[src/hw/nbody_pkg.sv]
/*
 * Shared definitions of the n-body stepping engine:
 * bus and data widths, address fields, sequencer states and bus/memory structs
 */
package nbody_pkg;

    localparam int DATA_WIDTH = 64;
    localparam int EXT_DATA_WIDTH = 32;
    localparam int ADDR_WIDTH = 16;
    localparam int FIELD_WIDTH = 7;
    // Lower address bits select the body, also the widest body index
    localparam int BODY_FIELD_WIDTH = ADDR_WIDTH - FIELD_WIDTH;

    // Used for positions and for velocities
    typedef struct packed {
        logic [DATA_WIDTH-1:0] x;
        logic [DATA_WIDTH-1:0] y;
    } body_vec_t;

    typedef struct packed {
        logic                      write;
        logic                      read;
        logic [ADDR_WIDTH-1:0]     addr;
        logic [EXT_DATA_WIDTH-1:0] writedata;
    } bus_req_t;

    typedef struct packed {
        logic                        en_x;
        logic                        en_y;
        logic [BODY_FIELD_WIDTH-1:0] addr;
        body_vec_t                   data;
    } mem_wr_t;

    // Upper 7 address bits
    typedef enum logic [FIELD_WIDTH-1:0] {
        GO       = 7'h40,
        READ     = 7'h41,
        N_BODIES = 7'h42,
        GAP      = 7'h43,
        X_LO     = 7'h44,
        X_HI     = 7'h45,
        Y_LO     = 7'h46,
        Y_HI     = 7'h47,
        VX_LO    = 7'h4a,
        VX_HI    = 7'h4b,
        VY_LO    = 7'h4c,
        VY_HI    = 7'h4d,
        DONE     = 7'h50,
        RD_X_LO  = 7'h51,
        RD_X_HI  = 7'h52,
        RD_Y_LO  = 7'h53,
        RD_Y_HI  = 7'h54
    } reg_field_e;

    typedef enum logic [1:0] {
        IDLE,
        SWEEP,
        DRAIN
    } seq_state_e;

endpackage

[src/hw/pos_adder.sv]
/*
 * Pipelined position adder: x + vx and y + vy over ADD_LAT stages,
 * with the valid bit and body index carried alongside each sum
 */
module pos_adder
    import nbody_pkg::*;
#(
    parameter int BODIES = 512,
    parameter int ADD_LAT = 4,
    localparam int IDX_W = $clog2(BODIES)
) (
    input  logic             clk,
    input  logic             rst,
    input  logic             valid_i,
    input  logic [IDX_W-1:0] idx_i,
    input  body_vec_t        pos_i,
    input  body_vec_t        vel_i,
    output mem_wr_t          wr_o
);

    logic               valid_d;
    logic [IDX_W-1:0]   idx_d;
    logic [ADD_LAT-1:0] stg_valid;
    logic [IDX_W-1:0]   stg_idx [ADD_LAT];
    body_vec_t          stg_sum [ADD_LAT];

    // Valid and index wait one cycle for the registered memory read
    always_ff @(posedge clk or posedge rst) begin
        if (rst) begin
            valid_d <= 1'b0;
            stg_valid <= '0;
        end else begin
            valid_d <= valid_i;
            stg_valid[0] <= valid_d;
            for (int i = 1; i < ADD_LAT; i++) begin
                stg_valid[i] <= stg_valid[i-1];
            end
        end
    end

    always_ff @(posedge clk) begin
        idx_d <= idx_i;
        stg_idx[0] <= idx_d;
        stg_sum[0].x <= pos_i.x + vel_i.x;
        stg_sum[0].y <= pos_i.y + vel_i.y;
        for (int i = 1; i < ADD_LAT; i++) begin
            stg_idx[i] <= stg_idx[i-1];
            stg_sum[i] <= stg_sum[i-1];
        end
    end

    // Both components land together
    always_comb begin
        wr_o.en_x = stg_valid[ADD_LAT-1];
        wr_o.en_y = stg_valid[ADD_LAT-1];
        wr_o.addr = BODY_FIELD_WIDTH'(stg_idx[ADD_LAT-1]);
        wr_o.data = stg_sum[ADD_LAT-1];
    end

endmodule

[config.mk]
export PLATFORM = sky130hd
export DESIGN_NAME = pos_adder
export DESIGN_NICKNAME = d
export VERILOG_FILES = /design/src/hw/nbody_pkg.sv /design/src/hw/pos_adder.sv
export SDC_FILE = /design/constraint.sdc
export NUM_CORES = 1
export LEC_CHECK = 0
export BUFFER_PORTS_ARGS = -buffer_cell sky130_fd_sc_hd__buf_4
export CORE_MARGIN = 1.5
export CORE_UTILIZATION = 40
export DETAILED_ROUTE_END_ITERATION = 8
export PLACE_DENSITY_LB_ADDON = 0.12
export SYNTH_ARGS = -nofsm -noshare
export SYNTH_HDL_FRONTEND = slang
export SYNTH_SLANG_ARGS = --single-unit
[constraint.sdc]
create_clock -name clk -period 1.2 [get_ports clk]
set_input_delay 0.06 -clock clk [delete_from_list [all_inputs] [get_ports clk]]
set_output_delay 0.06 -clock clk [all_outputs]
set_load 0.1 [all_outputs]
==> metrics <==
final critical-path share of the clock period 200%; Multi-input gate area between 0.008 and 0.009 sq mm; Clk pwr share roughly 28%; crit path buf inv count 5; largest net degree at the start of global routing 17; PD cells 1880 mW/mm^2; final critical-path required period 2.40 ns; global-route wire length before repair roughly 89,000 microns; Sw Pwr 21.2 mW; Pint between 40 and 50 mW; sequential area share after synthesis 60.4%; worst-path maximum fanout 2; top post-synthesis cells by area dfxtp_1 60%, ha_1 8.4%, a21oi_1 4.1%, a21o_1 3.5%, xnor2_1 3.3%; Sw Share around a third; max incr delay on CP about 0.33 ns; #FFs+latches synth ~560; type of origin of the critical path primary input; CTS tree built; Mapped Avg Cell Area around 11 sq um; Reg-to-Reg Start stg_valid[2]; arrival time at the worst endpoint between 2 and 3 ns; Fin. Hold Viols 0; final setup violation count about 120; DRT Pass-1 Iters 5; failing checks negative setup slack; hold slack final slightly above 0.03 ns; Netlist cell types 64; flop-to-flop setup slack just over 0.7 ns; worst-path cell chain buf_6, ha_4, fa_2, a21o_1, a221oi_4, nor4b_4, buf_4, o41ai_4, a221oi_2, buf_4, nand4b_1, a31oi_4, buf_4, buf_6, o21ai_2, xor2_1; Leak approximately 15 nW; Total Routing Usage GR between 20% and 30%; die footprint 0.0480 sq mm; Async S/R FF share, synth less than 1%; clk_skew ~0.018 ns; hpwl dp between 40,000 and 50,000 microns; count of input and output buffers 406; Gate power share 33.5%; Iter 0 DRT Violations 730; Slew Limit Fails 0; cell repeated most along the worst path buf_4; EDFF count, synth 0; Worst path depth 16; Num CTS Buffers 55; Rel. slew slack about two thirds; R2R cell count 0; initial antenna violation count 4; Max Cap Viol 0; Rows 78; commonest cells in the netlist 557 x dfxtp_1, 154 x a21oi_1, 126 x ha_1; Via density 4.86; worst skew pair latency approximately 0.61 ns; status finished, violations left; Seq pwr share 38.7%; H-tree depth 2; R2R Path End stg_valid[3]; worst vdd ir approximately 0.0016 V; slowest cell on the critical path fa_2; Setup TNS -71.97 ns; grt ovf 0; clock sink total approximately 560; max frequency ~420 MHz; Crit Path Category primary input to flop; layout cells sized above 1 approximately half; Synth-to-Final Area Change 81.5%; Yosys warning count 0; die width 219 microns; Net Count, Synth 2,039; Most used DFF post-synth dfxtp_1; most numerous cell in the Yosys netlist dfxtp_1; Worst Hold Class primary input to flop; crit path capture type flop; Tightest Pin Transition roughly 0.48 ns; vias in the first global route between 15,000 and 20,000; Max Root-Sink Buffers 3; fin cells 3,386; nets@finish about 3,100; Initial Util between 40% and 50%; placed insts between 3,000 and 4,000; Core ar. between 0.04 and 0.05 sq mm; I/O pins between 400 and 500; Mapped Area between 0.015 and 0.02 sq mm; CTS clk-pin slew, worst paths ~0.06 ns; WL/cell around 17 microns; end of the critical path stg_sum[0][114]; final worst setup slack -1.20 ns; Die H 219 microns; CP required 1.68 ns; Post-DRT Antenna Nets 0; FF/Latch Area roughly 0.011 sq mm; fraction of synthesized cell area taken by the top area cell type roughly 60%; Synth area leader dfxtp_1; Mapped Cells ~1,600; unrepaired setup endpoints after global routing yes; Layout fillers 2,960; routability cong. just under 0.9; final wirelength 59,200 microns; Setup crit start vel_i[64]; number of remaining DRC errors 0; via count about 16,000; root buffer cell clkbuf_16; critical path's top delay family compound AO/OA/AOI/OAI gates
[cells by family (layout without fill, tap and decap cells)]
family / count (synthesis) / count (layout) / synth area share [%]
compound gates: 438 / 438 / 15.4
xor+xnor: 118 / 118 / 5.53
fa+ha+maj: 128 / 128 / 8.66
buf+inv: 82 / 1221 / 1.69
flops: 562 / 562 / 60.4
mux: 2 / 2 / 0.107
other cells: 0 / 4 / 0
simple gates: 313 / 313 / 8.23
[area by class of cell]
type / instances / share of cell area [%]
Antenna cell: 4 / 0.0295
Inverter: 38 / 0.421
Sequential cell: 562 / 33.9
Tap cell: 600 / 2.22
Timing Repair Buffer: 1083 / 31.3
Multi-Input combinational cell: 999 / 26.5
Clock buffer: 73 / 4.56
Clock inverter: 27 / 1.06
[routing by layer]
layer  share of wire [%]  vias to the layer above  wire length (microns)  GRT usage, %
li1                    -                     7997                      -             -
met1                  41                     7778                  24100          29.0
met2                  49                      522                  29200          40.6
met3                 5.3                      147                   3120          4.34
met4                 4.7                        0                   2760          11.5
met5                   0                        -                      0             0
[sequential cells by signal, indices dropped and copies added, names as in the netlist]
register,count
idx_d,9
stg_idx,36
stg_sum,512
stg_valid,4
valid_d,1
[power by group through the flow]
stage                     combinational, mW  sequential (mW)  clock [mW]
after CTS                              20.6             24.7        18.1
final                                  21.4             24.7        17.7
after global placement                 16.3             24.1           0
after floorplan                        3.76             31.0           0
after global routing                   22.2             25.0        19.0
after detailed placement               16.4             24.2           0
[through the flow]
stage	util (%)	worst slack, ns	instance area, sq um	total power [mW]
after global routing	74.2	-1.28	33900	66.3
after detailed placement	57.4	-2.03	26200	40.6
final	74.2	-1.20	33900	63.8
after floorplan	-	-1.52	19300	34.8
after CTS	72.4	-1.15	33000	63.3
after global placement	57.4	-1.96	26200	40.5
[worst min-delay path by stage]
stage,from,to,cells after the start
2_1_floorplan,rst,stg_valid[0],1
3_3_place_gp,rst,stg_valid[3],2
3_5_place_dp,rst,stg_valid[3],2
4_1_cts,vel_i[36],stg_sum[0][37],6
5_1_grt,vel_i[1],stg_sum[0][2],4
6_report,vel_i[1],stg_sum[0][2],4
[what timing repair did]
item / 4_1_cts / 5_1_grt
setup buffers: 78 / 43
hold endpoints to repair: 125 / 0
hold buffers: 148 / 0
pin swaps: 111 / 111
setup endpoints to repair: 242 / 246
cloned: 0 / 0
resized for setup: 765 / 147
[cell usage in the layout (no fill, tap or decap), drive strengths merged, types with 47 or more instances in the layout]
master	n
dlygate4sd3	147
xnor2	71
ha	126
a21oi	154
buf	935
xor2	47
dfxtp	557
clkbuf	73
nand2	96
nor2	67
a21o	88
o21ai	71
No activity file was read; power rests on OpenSTA's default activity.
