==> src/hw/nbody_pkg.sv <==
/*
 * Shared definitions of the n-body stepping engine:
 * bus and data widths, address fields, sequencer states and bus/memory structs
 */
package nbody_pkg;

    localparam int DATA_WIDTH = 64;
    localparam int EXT_DATA_WIDTH = 32;
    localparam int ADDR_WIDTH = 16;
    localparam int FIELD_WIDTH = 7;
    // Lower address bits select the body, also the widest body index
    localparam int BODY_FIELD_WIDTH = ADDR_WIDTH - FIELD_WIDTH;

    // Used for positions and for velocities
    typedef struct packed {
        logic [DATA_WIDTH-1:0] x;
        logic [DATA_WIDTH-1:0] y;
    } body_vec_t;

    typedef struct packed {
        logic                      write;
        logic                      read;
        logic [ADDR_WIDTH-1:0]     addr;
        logic [EXT_DATA_WIDTH-1:0] writedata;
    } bus_req_t;

    typedef struct packed {
        logic                        en_x;
        logic                        en_y;
        logic [BODY_FIELD_WIDTH-1:0] addr;
        body_vec_t                   data;
    } mem_wr_t;

    // Upper 7 address bits
    typedef enum logic [FIELD_WIDTH-1:0] {
        GO       = 7'h40,
        READ     = 7'h41,
        N_BODIES = 7'h42,
        GAP      = 7'h43,
        X_LO     = 7'h44,
        X_HI     = 7'h45,
        Y_LO     = 7'h46,
        Y_HI     = 7'h47,
        VX_LO    = 7'h4a,
        VX_HI    = 7'h4b,
        VY_LO    = 7'h4c,
        VY_HI    = 7'h4d,
        DONE     = 7'h50,
        RD_X_LO  = 7'h51,
        RD_X_HI  = 7'h52,
        RD_Y_LO  = 7'h53,
        RD_Y_HI  = 7'h54
    } reg_field_e;

    typedef enum logic [1:0] {
        IDLE,
        SWEEP,
        DRAIN
    } seq_state_e;

endpackage

==> src/hw/nbody_regs.sv <==
/*
 * Bus register block: decodes the address field, holds the run controls,
 * stages the lower half of 64-bit loads and muxes the read-back data
 */
module nbody_regs
    import nbody_pkg::*;
#(
    parameter int BODIES = 512,
    localparam int IDX_W = $clog2(BODIES),
    localparam int CNT_W = $clog2(BODIES + 1)
) (
    input  logic                      clk,
    input  logic                      rst,
    input  bus_req_t                  bus_i,
    input  logic                      chipselect_i,
    input  seq_state_e                seq_state_i,
    input  logic                      done_i,
    input  body_vec_t                 pos_rd_i,
    output logic                      go_o,
    output logic                      read_sw_o,
    output logic [CNT_W-1:0]          n_bodies_o,
    output logic [EXT_DATA_WIDTH-1:0] gap_o,
    output mem_wr_t                   pos_wr_o,
    output mem_wr_t                   vel_wr_o,
    output logic [IDX_W-1:0]          rd_body_o,
    output logic [EXT_DATA_WIDTH-1:0] readdata_o
);

    reg_field_e                field;
    reg_field_e                rd_field;
    logic                      wr_stb;
    logic                      rd_stb;
    logic                      idle;
    logic                      rd_pend;
    logic [EXT_DATA_WIDTH-1:0] lo_q;
    logic [DATA_WIDTH-1:0]     commit_data;

    assign field = reg_field_e'(bus_i.addr[ADDR_WIDTH-1 -: FIELD_WIDTH]);
    assign wr_stb = bus_i.write & chipselect_i;
    assign rd_stb = bus_i.read & chipselect_i;
    assign idle = (seq_state_i == IDLE);
    assign rd_body_o = bus_i.addr[IDX_W-1:0];
    assign commit_data = {bus_i.writedata, lo_q};

    always_ff @(posedge clk or posedge rst) begin
        if (rst) begin
            go_o <= 1'b0;
            read_sw_o <= 1'b0;
            n_bodies_o <= '0;
            gap_o <= '0;
            rd_pend <= 1'b0;
        end else begin
            rd_pend <= rd_stb;
            if (wr_stb) begin
                case (field)
                    GO:       go_o <= bus_i.writedata[0];
                    READ:     read_sw_o <= bus_i.writedata[0];
                    N_BODIES: n_bodies_o <= bus_i.writedata[CNT_W-1:0];
                    GAP:      gap_o <= bus_i.writedata;
                    default:  ;
                endcase
            end
        end
    end

    // Low halves wait here for the matching high-half write
    always_ff @(posedge clk) begin
        if (wr_stb && (field inside {X_LO, Y_LO, VX_LO, VY_LO})) begin
            lo_q <= bus_i.writedata;
        end
        if (rd_stb) begin
            rd_field <= field;
        end
    end

    // Loads only land while the sequencer is idle
    always_comb begin
        pos_wr_o.en_x = wr_stb && idle && (field == X_HI);
        pos_wr_o.en_y = wr_stb && idle && (field == Y_HI);
        pos_wr_o.addr = bus_i.addr[BODY_FIELD_WIDTH-1:0];
        pos_wr_o.data.x = commit_data;
        pos_wr_o.data.y = commit_data;
        vel_wr_o.en_x = wr_stb && idle && (field == VX_HI);
        vel_wr_o.en_y = wr_stb && idle && (field == VY_HI);
        vel_wr_o.addr = bus_i.addr[BODY_FIELD_WIDTH-1:0];
        vel_wr_o.data.x = commit_data;
        vel_wr_o.data.y = commit_data;
    end

    // Memory output arrives one cycle after the strobe
    always_comb begin
        if (!rd_pend) begin
            readdata_o = '0;
        end else begin
            case (rd_field)
                DONE:    readdata_o = {{(EXT_DATA_WIDTH-1){1'b0}}, done_i};
                RD_X_LO: readdata_o = pos_rd_i.x[EXT_DATA_WIDTH-1:0];
                RD_X_HI: readdata_o = pos_rd_i.x[DATA_WIDTH-1:EXT_DATA_WIDTH];
                RD_Y_LO: readdata_o = pos_rd_i.y[EXT_DATA_WIDTH-1:0];
                RD_Y_HI: readdata_o = pos_rd_i.y[DATA_WIDTH-1:EXT_DATA_WIDTH];
                default: readdata_o = '1;
            endcase
        end
    end

endmodule

==> config.mk <==
export PLATFORM = sky130hd
export DESIGN_NAME = nbody_regs
export DESIGN_NICKNAME = d
export VERILOG_FILES = /design/src/hw/nbody_pkg.sv /design/src/hw/nbody_regs.sv
export SDC_FILE = /design/constraint.sdc
export NUM_CORES = 1
export LEC_CHECK = 0
export BUFFER_PORTS_ARGS = -buffer_cell sky130_fd_sc_hd__buf_2
export CAP_MARGIN = 25
export CORE_AREA = 10 10 204 206
export CTS_CLUSTER_DIAMETER = 100
export CTS_CLUSTER_SIZE = 40
export DETAILED_ROUTE_END_ITERATION = 7
export DIE_AREA = 0 0 214 216
export SYNTH_ARGS = -nofsm -noshare
export SYNTH_HDL_FRONTEND = slang
export SYNTH_SLANG_ARGS = --single-unit
==> constraint.sdc <==
create_clock -name clk -period 1.95 [get_ports clk]
set_input_delay 0.195 -clock clk [delete_from_list [all_inputs] [get_ports clk]]
set_output_delay 0.195 -clock clk [all_outputs]
set_load 0.02 [all_outputs]
==> summary.txt <==
Worst setup path
  • Reg2Reg Setup Slack: 1.16 ns
  • Worst-path fanout max: 65
  • Beginning of the worst register-to-register path: n_bodies_o[4]$_DFFE_PP0P_
  • Crit path buffers/inverters: 2
  • CP required: 1.75 ns
  • Setup crit end kind: output port
  • Number of cells on the worst reg-to-reg path: 1
  • Worst R2R End: n_bodies_o[4]$_DFFE_PP0P_
  • CP max stage cell: edfxtp_1
  • Critical path arrival: 1.85 ns
  • CP cell instances: buf_12 -> o21ai_0 -> o2111ai_4 -> and2_4 -> buf_6
  • Max incr delay on CP: 0.43 ns
  • CP top delay family: compound AO/OA/AOI/OAI gates
  • Crit path from: rd_field[2]$_DFFE_PP_
  • Crit path kind: reg2out
  • CP startpoint kind: flop

Drt
  • Detailed Routing Iterations Pass 1: 4
  • Iter 0 DRT Violations: 316
  • Via density: 3.856
  • Via count: 5453
  • WL/cell: 19.21 um
  • DRC: 0
  • Final antenna-violating net count: 0
  • Total wire length: 27160 um

Power
  • Net Sw Frac: 31.99%
  • Leak: 4.430 nW
  • Net Sw Power: 1.661 mW
  • Gate power share: 28.6%
  • Seq pwr share: 37.6%
  • Power per cell area: 576.7 mW/mm2
  • P_int: 3.530 mW
  • Clock power share: 33.8%
  • Peak supply drop: 0.4233 mV

GRT
  • Global route total overflow: 0
  • Tot GR Track Use: 10.29%
  • Vias in the first global route: 5872
  • First-pass GRT wire length: 37310 um
  • Pin count of the biggest net entering global routing: 66
  • Initial antenna violation count: 1

Logic synthesis
  • #FFs+latches synth: 84
  • Number of unique standard cell types used by synthesis: 32
  • Top_reg_cell synth: dfrtp_1
  • Post-synthesis average cell area: 10.23 um2
  • Area leader, netlist: buf_4
  • Post-synthesis sequential area ratio: 35.55%
  • Syn_nets: 816
  • Synth warn: 0
  • Post-synthesis cell area: 0.006462 mm2
  • FFs w/ async S/R, synth: 53.57%
  • Top-area cell type share of the netlist area: 29.27%
  • Synth Instances: 632
  • EDFF count, synth: 39
  • Top post-synthesis cells by area: buf_4 29%, edfxtp_1 18%, dfrtp_1 17%

Finish
  • Area Growth Syn to Fin: 39.30%
  • Most frequent cells in the layout: 478 x buf_2, 45 x dfrtp_1, 39 x edfxtp_1, 35 x buf_6, 31 x nor2b_1
  • # fillers: 4018
  • Share of cells above drive strength 1: 74.86%
  • Most common cell after layout, fill and taps aside: buf_2
  • # diodes: 0
  • Post-route insts no fill: 1414
  • Nets: 1082

STA
  • Fmax: 0.4889 GHz
  • RSZ-0062 raised after global routing: true
  • Final hold vios: 0
  • Setup Viol. Count Final: 32
  • Clock Skews: 0 ns
  • Number of max-slew violations in the final report: 0
  • Final setup margin: -0.09529 ns
  • Rel. slew slack: 64.77%
  • Final Cycle Share: 104.9%
  • Crit path time final: 2.045 ns
  • Setup TNS: -2.176 ns
  • Worst hold slack: 0.03654 ns
  • Worst Max-Slew Pin Slew: 0.5277 ns

Clock tree
  • CTS tree: built
  • Clock Path Buffers: 2
  • CTS root buf: clkbuf_16
  • Reg clk slew, reported paths: 0.07 ns
  • Cts bufs inserted: 9
  • Number of H-tree levels: 3
  • Clock latency on the worst-skew pair: 0.34 ns
  • Clk sink count: 84

Floorplanning
  • FP Rows: 71
  • Die Wd: 214 um
  • Die area: 0.04622 mm2
  • Die Span Y: 216 um
  • # IOs: 547
  • Initial Util: 17.28%
  • Core ar.: 0.03740 mm2

Hold path
  • Hold depth: 1
  • Worst Hold Endpoint: rd_field[5]$_DFFE_PP_
  • HP Class: in2reg
  • Worst Min Path Start: bus_i[46]

Placed design
  • HPWL Detailed: 20720 um
  • # placed instances: 1382
  • Port bufs: 510
  • RD Place Congestion: 0.9082

Run status
  • Failing checks: setup timing
  • Outcome: finished, violations left

Flow run
  • Number of max-cap violations: 0
==> metrics by stage <==
step	worst slack [ns]	utilization [%]	total power, mW	cell area [um2]
2_1_floorplan	-0.06527	-	2.911	6477
3_3_place_gp	0.2460	21.01	3.228	7859
3_5_place_dp	0.2369	21.01	3.240	7859
4_1_cts	-0.1251	22.11	5.089	8268
5_1_grt	-0.1854	24.07	5.456	9002
6_report	-0.09529	24.07	5.191	9002
==> per-layer routing <==
metal	up-vias	global-route usage [%]	part of all wire (%)
li1	2452	-	-
met5	-	0	0
met3	26	3.734	8.5
met4	0	3.047	1.9
met2	354	17.51	51
met1	2621	11.82	39
==> area by class of cell <==
class	instances	area, um2	share of cell area (%)
clock inverter	6	63.81	0.7088
clock buffer	10	229.0	2.543
sequential	84	2297	25.52
timing repair buffer	541	3262	36.23
tap	511	639.4	7.102
multi-input combinational	260	2504	27.81
inverter	2	7.507	0.08339
==> cells by family after synthesis <==
logic type / count (synthesis) / synth area share [%]
AO/OA/AOI/OAI: 97 / 9.410
multiplexers: 76 / 14.37
flip-flops: 84 / 35.55
AND/OR/NAND/NOR: 86 / 8.693
buffers and inverters: 288 / 31.85
XOR/XNOR: 1 / 0.1356
==> worst max-delay path by stage <==
stage / end / cells past startpoint
2_1_floorplan: lo_q[0]$_DFFE_PP_ / 2
3_3_place_gp: readdata_o[12] / 6
3_5_place_dp: gap_o[0]$_DFFE_PP0P_ / 6
4_1_cts: readdata_o[7] / 5
5_1_grt: readdata_o[14] / 6
6_report: readdata_o[18] / 5
==> synthesized netlist by cell type (2+ instances only) <==
master / n
buf_6: 3
nor3_1: 2
and2_1: 32
nor3b_1: 3
edfxtp_1: 39
nand2_1: 2
buf_2: 7
clkbuf_1: 24
mux2i_1: 32
nor2b_1: 31
inv_1: 2
o21ai_0: 62
o2111ai_1: 31
dfrtp_1: 45
buf_4: 252
mux2_2: 14
nor2_1: 5
mux2_4: 30
nand3b_1: 3
==> flip-flops by register name (all words and copies together), names as in the netlist <==
| name | count |
|---|---|
| go_o | 1 |
| lo_q | 32 |
| rd_field | 7 |
| read_sw_o | 1 |
| rd_pend | 1 |
| n_bodies_o | 10 |
| gap_o | 32 |
==> power by group through the flow <==
stage               combinational, mW  clock (mW)  sequential, mW
global placement                 1.24           0            1.99
detailed placement               1.25           0            1.99
floorplan                       0.870           0            2.04
CTS                              1.29        1.84            1.95
global route                     1.58        1.91            1.96
finish                           1.49        1.75            1.95
==> what timing repair did <==
| item | in CTS | in global routing |
|---|---|---|
| setup endpoints to repair | 32 | 32 |
| endpoints found under the hold margin | 22 | 0 |
| pin swaps | 1 | 7 |
| resized for setup | 14 | 166 |
| hold buffers | 1 | 0 |
| gates cloned | 1 | 9 |
| setup buffers | 4 | 2 |
No activity file was read; power rests on OpenSTA's default activity.
