`config.mk`:
```
export PLATFORM = sky130hd
export DESIGN_NAME = step_sequencer
export DESIGN_NICKNAME = d
export VERILOG_FILES = /design/src/hw/nbody_pkg.sv /design/src/hw/step_sequencer.sv
export SDC_FILE = /design/constraint.sdc
export NUM_CORES = 1
export LEC_CHECK = 0
export CAP_MARGIN = 10
export CORE_MARGIN = 10
export CORE_UTILIZATION = 50
export DETAILED_ROUTE_END_ITERATION = 12
export DONT_BUFFER_PORTS = 1
export PLACE_DENSITY = 0.7
export SYNTH_ARGS = -nofsm -noshare
export SYNTH_HDL_FRONTEND = slang
export SYNTH_SLANG_ARGS = --single-unit
export TNS_END_PERCENT = 50
```
`constraint.sdc`:
```
create_clock -name clk -period 13.65 [get_ports clk]
set_clock_uncertainty 0.2 [all_clocks]
set_input_delay 1.365 -clock clk [delete_from_list [all_inputs] [get_ports clk]]
set_output_delay 1.365 -clock clk [all_outputs]
set_load 0.005 [all_outputs]
```
`src/hw/nbody_pkg.sv`:
```
/*
 * Shared definitions of the n-body stepping engine:
 * bus and data widths, address fields, sequencer states and bus/memory structs
 */
package nbody_pkg;

    localparam int DATA_WIDTH = 64;
    localparam int EXT_DATA_WIDTH = 32;
    localparam int ADDR_WIDTH = 16;
    localparam int FIELD_WIDTH = 7;
    // Lower address bits select the body, also the widest body index
    localparam int BODY_FIELD_WIDTH = ADDR_WIDTH - FIELD_WIDTH;

    // Used for positions and for velocities
    typedef struct packed {
        logic [DATA_WIDTH-1:0] x;
        logic [DATA_WIDTH-1:0] y;
    } body_vec_t;

    typedef struct packed {
        logic                      write;
        logic                      read;
        logic [ADDR_WIDTH-1:0]     addr;
        logic [EXT_DATA_WIDTH-1:0] writedata;
    } bus_req_t;

    typedef struct packed {
        logic                        en_x;
        logic                        en_y;
        logic [BODY_FIELD_WIDTH-1:0] addr;
        body_vec_t                   data;
    } mem_wr_t;

    // Upper 7 address bits
    typedef enum logic [FIELD_WIDTH-1:0] {
        GO       = 7'h40,
        READ     = 7'h41,
        N_BODIES = 7'h42,
        GAP      = 7'h43,
        X_LO     = 7'h44,
        X_HI     = 7'h45,
        Y_LO     = 7'h46,
        Y_HI     = 7'h47,
        VX_LO    = 7'h4a,
        VX_HI    = 7'h4b,
        VY_LO    = 7'h4c,
        VY_HI    = 7'h4d,
        DONE     = 7'h50,
        RD_X_LO  = 7'h51,
        RD_X_HI  = 7'h52,
        RD_Y_LO  = 7'h53,
        RD_Y_HI  = 7'h54
    } reg_field_e;

    typedef enum logic [1:0] {
        IDLE,
        SWEEP,
        DRAIN
    } seq_state_e;

endpackage

```
`src/hw/step_sequencer.sv`:
```
/*
 * Run sequencer: sweeps the bodies once per step, waits for the adder
 * pipeline to drain, counts steps and drives the GO/READ/DONE handshake
 */
module step_sequencer
    import nbody_pkg::*;
#(
    parameter int BODIES = 512,
    parameter int ADD_LAT = 4,
    localparam int IDX_W = $clog2(BODIES),
    localparam int CNT_W = $clog2(BODIES + 1),
    localparam int DRAIN_W = $clog2(ADD_LAT + 2)
) (
    input  logic                      clk,
    input  logic                      rst,
    input  logic                      go_i,
    input  logic                      read_sw_i,
    input  logic [CNT_W-1:0]          n_bodies_i,
    input  logic [EXT_DATA_WIDTH-1:0] gap_i,
    output seq_state_e                state_o,
    output logic                      done_o,
    output logic [IDX_W-1:0]          rd_idx_o,
    output logic                      sweep_valid_o
);

    // Last read needs one memory cycle plus ADD_LAT adder cycles to land
    localparam logic [DRAIN_W-1:0] DRAIN_LAST = DRAIN_W'(ADD_LAT + 1);

    logic [DRAIN_W-1:0]        drain_cnt;
    logic [EXT_DATA_WIDTH-1:0] step_cnt;
    logic                      last_idx;
    logic                      last_step;
    seq_state_e                step_entry;

    assign sweep_valid_o = (state_o == SWEEP);
    assign last_idx = (CNT_W'(rd_idx_o) + CNT_W'(1)) >= n_bodies_i;
    // GAP of zero still runs one step
    assign last_step = ({1'b0, step_cnt} + (EXT_DATA_WIDTH + 1)'(1)) >= {1'b0, gap_i};
    // No bodies, nothing to sweep
    assign step_entry = (n_bodies_i == '0) ? DRAIN : SWEEP;

    always_ff @(posedge clk or posedge rst) begin
        if (rst) begin
            state_o <= IDLE;
            done_o <= 1'b0;
            rd_idx_o <= '0;
            drain_cnt <= '0;
            step_cnt <= '0;
        end else begin
            case (state_o)
                IDLE: begin
                    if (read_sw_i) begin
                        done_o <= 1'b0;
                    end else if (go_i && !done_o) begin
                        state_o <= step_entry;
                        rd_idx_o <= '0;
                        drain_cnt <= '0;
                        step_cnt <= '0;
                    end
                end
                SWEEP: begin
                    if (!go_i) begin
                        state_o <= IDLE;
                    end else if (last_idx) begin
                        state_o <= DRAIN;
                        drain_cnt <= '0;
                    end else begin
                        rd_idx_o <= rd_idx_o + 1'b1;
                    end
                end
                DRAIN: begin
                    if (!go_i) begin
                        state_o <= IDLE;
                    end else if (drain_cnt != DRAIN_LAST) begin
                        drain_cnt <= drain_cnt + 1'b1;
                    end else if (last_step) begin
                        state_o <= IDLE;
                        done_o <= 1'b1;
                    end else begin
                        state_o <= step_entry;
                        step_cnt <= step_cnt + 1'b1;
                        rd_idx_o <= '0;
                        drain_cnt <= '0;
                    end
                end
                default: state_o <= IDLE;
            endcase
        end
    end

endmodule

```
==> flow_summary.toml, run 1 <==
[global_route]
antenna_found_initial = 0
grt_overflow_total = 0
grt_pass1_wl_um = 16300
grt_pass1_vias = 3417
grt_max_degree = 48
track_usage_pct = 16.7

[sta]
slew_headroom_pct = 34.7
hold_violations = 0
whs_ps = 339
slew_viol_final = 0
setup-violations-final = 0
fmax_mhz = 179
setup-tns-final_ps = 0
worst_pin_slew_ps = 977
rsz0062_at_grt = "false"
setup_ws_ps = 8050
period_needed_ps = 5600
fin_crit_sh_pct = 41.0

[placed_design]
gp_congestion = 0.858
place_ws_ps = 8090
hpwl_um = 7360
place_inst = 544
io_buffers = 0

[critical_path]
slowest_stage = "nand3_1"
crit_top_cell = "nand3_1"
cpPeakStageDelay_ps = 730
critical_path_class = "reg -> reg"
path_max_fanout = 20
worstPathCellList = "nand3_1 > nor3_1 > nand2_1 > nor3_1 > nand3_1 > xnor2_1 > ha_1 > a21o_1 > a221o_1 > a211o_1 > nor3_2 > nand3_1 > o31ai_1"
cp-end-kind = "flop"
start_kind = "flop"
crit_arrival_ps = 5600
worstPathRequired_ps = 13650

[die]
num_io_pins = 59
die_h_um = 109
die_area_um2 = 11800
fp.dieW_um = 109
start_util_pct = 51.2
design.core.area_um2 = 7690
num_rows = 32

[pwr]
leakage_nw = 2.02
p_int_uw = 196
p_clk_share_pct = 33.3
power_frac_seq_pct = 53.9
swShare_pct = 27.6
peakVddDrop_mv = 0.0396
p_per_area_nw_per_um2 = 66.1
p_sw_uw = 74.7
p_comb_share_pct = 12.8

[clocking]
cts.clk_slew.worst_paths_ps = 90
hold_buffers = 0
tritoncts = "built"
htreeDepth = 2
clock_sinks = 47
cts_setup_buffers = 0
clockBufferDepth = 2
clk_latency_ps = 300
cts_buffers = 5
cts_resized = 0
clockRootBuffer = "clkbuf_8"

[finish]
nNetsFinal = 539
diodes = 0
fin_util_pct = 53.4
drive_gt1_share_pct = 5.11
syn2layout_area_growth_pct = 4.26
final_cells = 552
fill_cells = 750

[status]
status = "complete, no violations"

[routing]
routed_wirelength_um = 9690
avgRoutedWirePerCell_um = 17.6
ant_nets = 0
dr.pass1.iters = 5
drc = 0
vias_per_cell = 6.18
vias = 3414
drtIter0Drc = 196

[synthesis]
synth_top_family_by_area = "compound AO/OA/AOI/OAI gates"
synth.top_cell.area_share_pct = 29.9
ys.warnings.count = 0
synthMuxAreaShare_pct = 0.859
synth-compound-area-share_pct = 22.1
synthXorXnorAreaFrac_pct = 7.79
yosysMostFrequentCell = "inv_1"
yosys.area_share.adder_pct = 14.0
syn_area_um2 = 3930
synthTopCellsByCount = "inv_1, dfrtp_1, ha_1"
synth_cells = 456
async_flop_share_pct = 100
synth-simple-area-share_pct = 18.6
ys_ff_latch = 47
syn_area_per_cell_um2 = 8.63
synth.distinct_cells = 49
synth_edf_count = 0
syn_nets = 546
yosysTopAreaCell = "dfrtp_1"
ys.flop_type = "dfrtp_1"
seq_area_frac_synth_pct = 29.9
synth_area_leaders = "dfrtp_1, ha_1, inv_1"

[min_path]
min_path_type = "reg -> reg"

[flow_run]
cap_viol_max_count = 0
-- routing by layer --
layer  track usage (%)  vias up  wire, um
met4              4.33        0        82
met5                 0        -         0
li1                  -     1660         -
met3              4.54        8       689
met1              21.2     1643      4370
met2              27.5      103      4550
-- area by class of cell --
class                      count  area, um^2  area share [%]
multi-input combinational    342        2490            60.8
tap                          102         128            3.11
inverter                      50         188            4.58
timing repair buffer           3        22.5           0.549
clock inverter                 1        8.76           0.214
sequential                    47        1180            28.7
clock buffer                   7        86.3            2.10
-- worst max-delay path, delay by kind of cell (launching register included) --
kind	cells	cell delay, ps
simple gates	7	2920
compound gates	4	1390
flops	1	460
fa+ha+maj	1	290
xor+xnor	1	250
-- path summary, 6_finish.rpt --
check / start / endpoint / slack (ps) / cells after the start
hold / removal: step_cnt[12] / step_cnt[12] / 340 / 1
setup / recovery: step_cnt[4] / step_cnt[29] / 8050 / 13
hold reg to reg: step_cnt[12] / step_cnt[12] / 340 / 1
max in group asynchronous: rst / step_cnt[7] / 11680 / 1
setup reg to reg: step_cnt[4] / step_cnt[29] / 8050 / 13
min in group asynchronous: rst / rd_idx_o[1] / 960 / 1
-- metrics by stage --
stage | area [um^2] | power [mW]
floorplan | 3930 | 0.175
global placement | 4010 | 0.182
detailed placement | 4010 | 0.184
CTS | 4100 | 0.273
global route | 4100 | 0.285
finish | 4100 | 0.271
-- cell usage in the layout, fill, tap and decap left out, types with 3 or more instances in the layout --
cell type and count:
nand2b_1 9, o311ai_1 5, buf_4 3, nand2_1 35, dfrtp_1 47, o21ai_0 22, xor2_1 14, nor4_1 4
a31o_2 4, inv_1 49, ha_1 44, a21oi_1 21, a22o_1 14, o31ai_1 16, o311ai_0 10, nand3_1 25
a21o_1 6, nor2_1 10, xnor2_1 21, nor2b_1 5, and3_1 12, and4_1 3, clkbuf_8 6, mux2_2 3
o211ai_1 4, nor3_1 10, nand4_1 9, or3_1 8
-- registers in the layout, indices dropped and copies added, names as in the netlist --
name,count
drain_cnt,3
done_o,1
step_cnt,32
state_o,2
rd_idx_o,9
-- cell families (layout without fill, tap and decap cells) --
| logic type | count (synthesis) | count (layout) |
|---|---|---|
| AO/OA/AOI/OAI | 122 | 122 |
| AND/OR/NAND/NOR | 138 | 138 |
| XOR/XNOR | 35 | 35 |
| buffers and inverters | 67 | 61 |
| multiplexers | 3 | 3 |
| flip-flops | 47 | 47 |
| adder cells (fa/ha/maj) | 44 | 44 |
-- power by group through the flow --
stage               Combinational, mW  Sequential (mW)  Clock [mW]
floorplan                      0.0270            0.147           0
global placement               0.0332            0.149           0
detailed placement             0.0353            0.149           0
CTS                            0.0355            0.146      0.0915
global route                   0.0402            0.147      0.0979
finish                         0.0348            0.146      0.0902
Power figures use the tool's default switching activity.
==> run 2: changes to the inputs <==
==> constraint.sdc (replaced) <==
create_clock -name clk -period 5.4 [get_ports clk]
set_clock_uncertainty 0.2 [all_clocks]
set_input_delay 0.54 -clock clk [delete_from_list [all_inputs] [get_ports clk]]
set_output_delay 0.54 -clock clk [all_outputs]
set_load 0.005 [all_outputs]
==> run 2 against run 1 <==
Final area grew 0.52%. Via count is 0.21% higher. Core utilization is 0.28 points higher. Combinational power grew to 2.5 times the previous value. Largest power group unchanged. Highest routed layer unchanged.
==> flow_summary.toml, run 2 (synthesized netlist as in run 1, its figures left out) <==
[finish]
nNetsFinal = 542
final_cells = 555
mostFrequentLayoutCell = "inv_1"
regMostFlops = "step_cnt"
diodes = 0
syn2layout_area_growth_pct = 4.80
mostFrequentLayoutCells = "inv_1, dfrtp_1, ha_1, nand2_1, nand3_1"
top_regs = "step_cnt (32), rd_idx_o (9), drain_cnt (3)"
fin_area_um2 = 4120
fin_util_pct = 53.6
drive_gt1_share_pct = 5.96
largest_register_ffs = 32

[routing]
ant_nets = 0
vias_per_cell = 6.16
vias = 3421
avgRoutedWirePerCell_um = 17.8
dr.pass1.iters = 4
drc = 0
routed_wirelength_um = 9890
drtIter0Drc = 215

[die]
num_rows = 32
fp.dieW_um = 109
num_io_pins = 59
design.core.area_um2 = 7690
start_util_pct = 51.2
die_h_um = 109
die_area_um2 = 11800

[min_path]
min_path_type = "in -> async"

[placed_design]
gp_congestion = 0.867
place_ws_ps = 324
hpwl_um = 7590
io_buffers = 0
place_inst = 546
place_area_um2 = 4020

[global_route]
track_usage_pct = 16.6
grt_overflow_total = 0
grt_pass1_wl_um = 16100
grt_max_degree = 48
antenna_found_initial = 0
grt_pass1_vias = 3370

[sta]
fmax_mhz = 197
setup_ws_ps = 314
slew_viol_final = 0
setup-violations-final = 0
period_needed_ps = 5090
hold_violations = 0
fin_crit_sh_pct = 94.2
worst_pin_slew_ps = 1010
slew_headroom_pct = 32.5
setup-tns-final_ps = 0

[clocking]
cts_buffers = 5
cts.clk_slew.worst_paths_ps = 90
hold_buffers = 0
tritoncts = "built"
clock_sinks = 47
clockRootBuffer = "clkbuf_8"
clk_latency_ps = 310
htreeDepth = 2
clockBufferDepth = 2

[critical_path]
critical_path_class = "reg -> reg"
path_max_fanout = 11
crit_arrival_ps = 5130
start_kind = "flop"
worstPathRequired_ps = 5450
cp-end-kind = "flop"

[pwr]
peakVddDrop_mv = 0.122
p_per_area_nw_per_um2 = 164
leakage_nw = 2.05

[flow_run]
cap_viol_max_count = 0

[status]
status = "complete, no violations"
-- run 2: per-stage QoR --
stage	power (mW)	hold WS, ps
after floorplan	0.441	281
after global placement	0.460	299
after detailed placement	0.465	321
after CTS	0.681	171
after global routing	0.709	166
final	0.678	136
-- run 2: timing repair --
action / 4_1_cts / 5_1_grt
hold endpoints to repair: 0 / 0
buffers inserted: 0 / 0
setup endpoints to repair: 0 / 11
gates resized for setup: 0 / 1
-- run 2: cell type report --
cell class                 count  area (um^2)
fill                         755         3560
multi-input combinational    342         2500
sequential                    47         1180
inverter                      50          188
tap                          102          128
clock buffer                   5         68.8
timing repair buffer           6         45.0
clock inverter                 3         18.8
-- run 2: report_power, final --
group / switching [mW] / internal [mW]
Clock: 0.130 / 0.0915
Sequential: 0.0115 / 0.358
Combinational: 0.0542 / 0.0329
Total: 0.196 / 0.482
-- run 2: worst paths after layout --
check / slack, ps / from / end / depth (start not counted)
hold / removal: 140 / rst / rd_idx_o[1] / 1
setup / recovery: 310 / step_cnt[0] / step_cnt[0] / 15
setup reg to reg: 310 / step_cnt[0] / step_cnt[0] / 15
max in group asynchronous: 4230 / rst / step_cnt[12] / 1
min in group clk: 170 / go_i / state_o[1] / 1
hold reg to reg: 340 / step_cnt[12] / step_cnt[12] / 1
-- run 2: critical path: stages, from the launching register on --
cell	delay, ps
dfrtp_1	430
ha_1	250
nand3_1	270
nor3_4	370
nand3_1	160
nor3_1	290
nand3_1	180
xnor2_1	170
ha_1	300
a21o_1	190
a21o_1	180
a221o_1	370
a211o_1	360
or3_1	600
nor3_4	490
mux2_2	230
-- run 2: routing by layer --
metal | track usage (%) | wire length, um | up-vias
met5 | 0 | 0 | -
met4 | 5.65 | 191 | 0
met3 | 4.01 | 712 | 12
met2 | 26.4 | 4660 | 93
met1 | 21.5 | 4330 | 1639
li1 | - | - | 1677
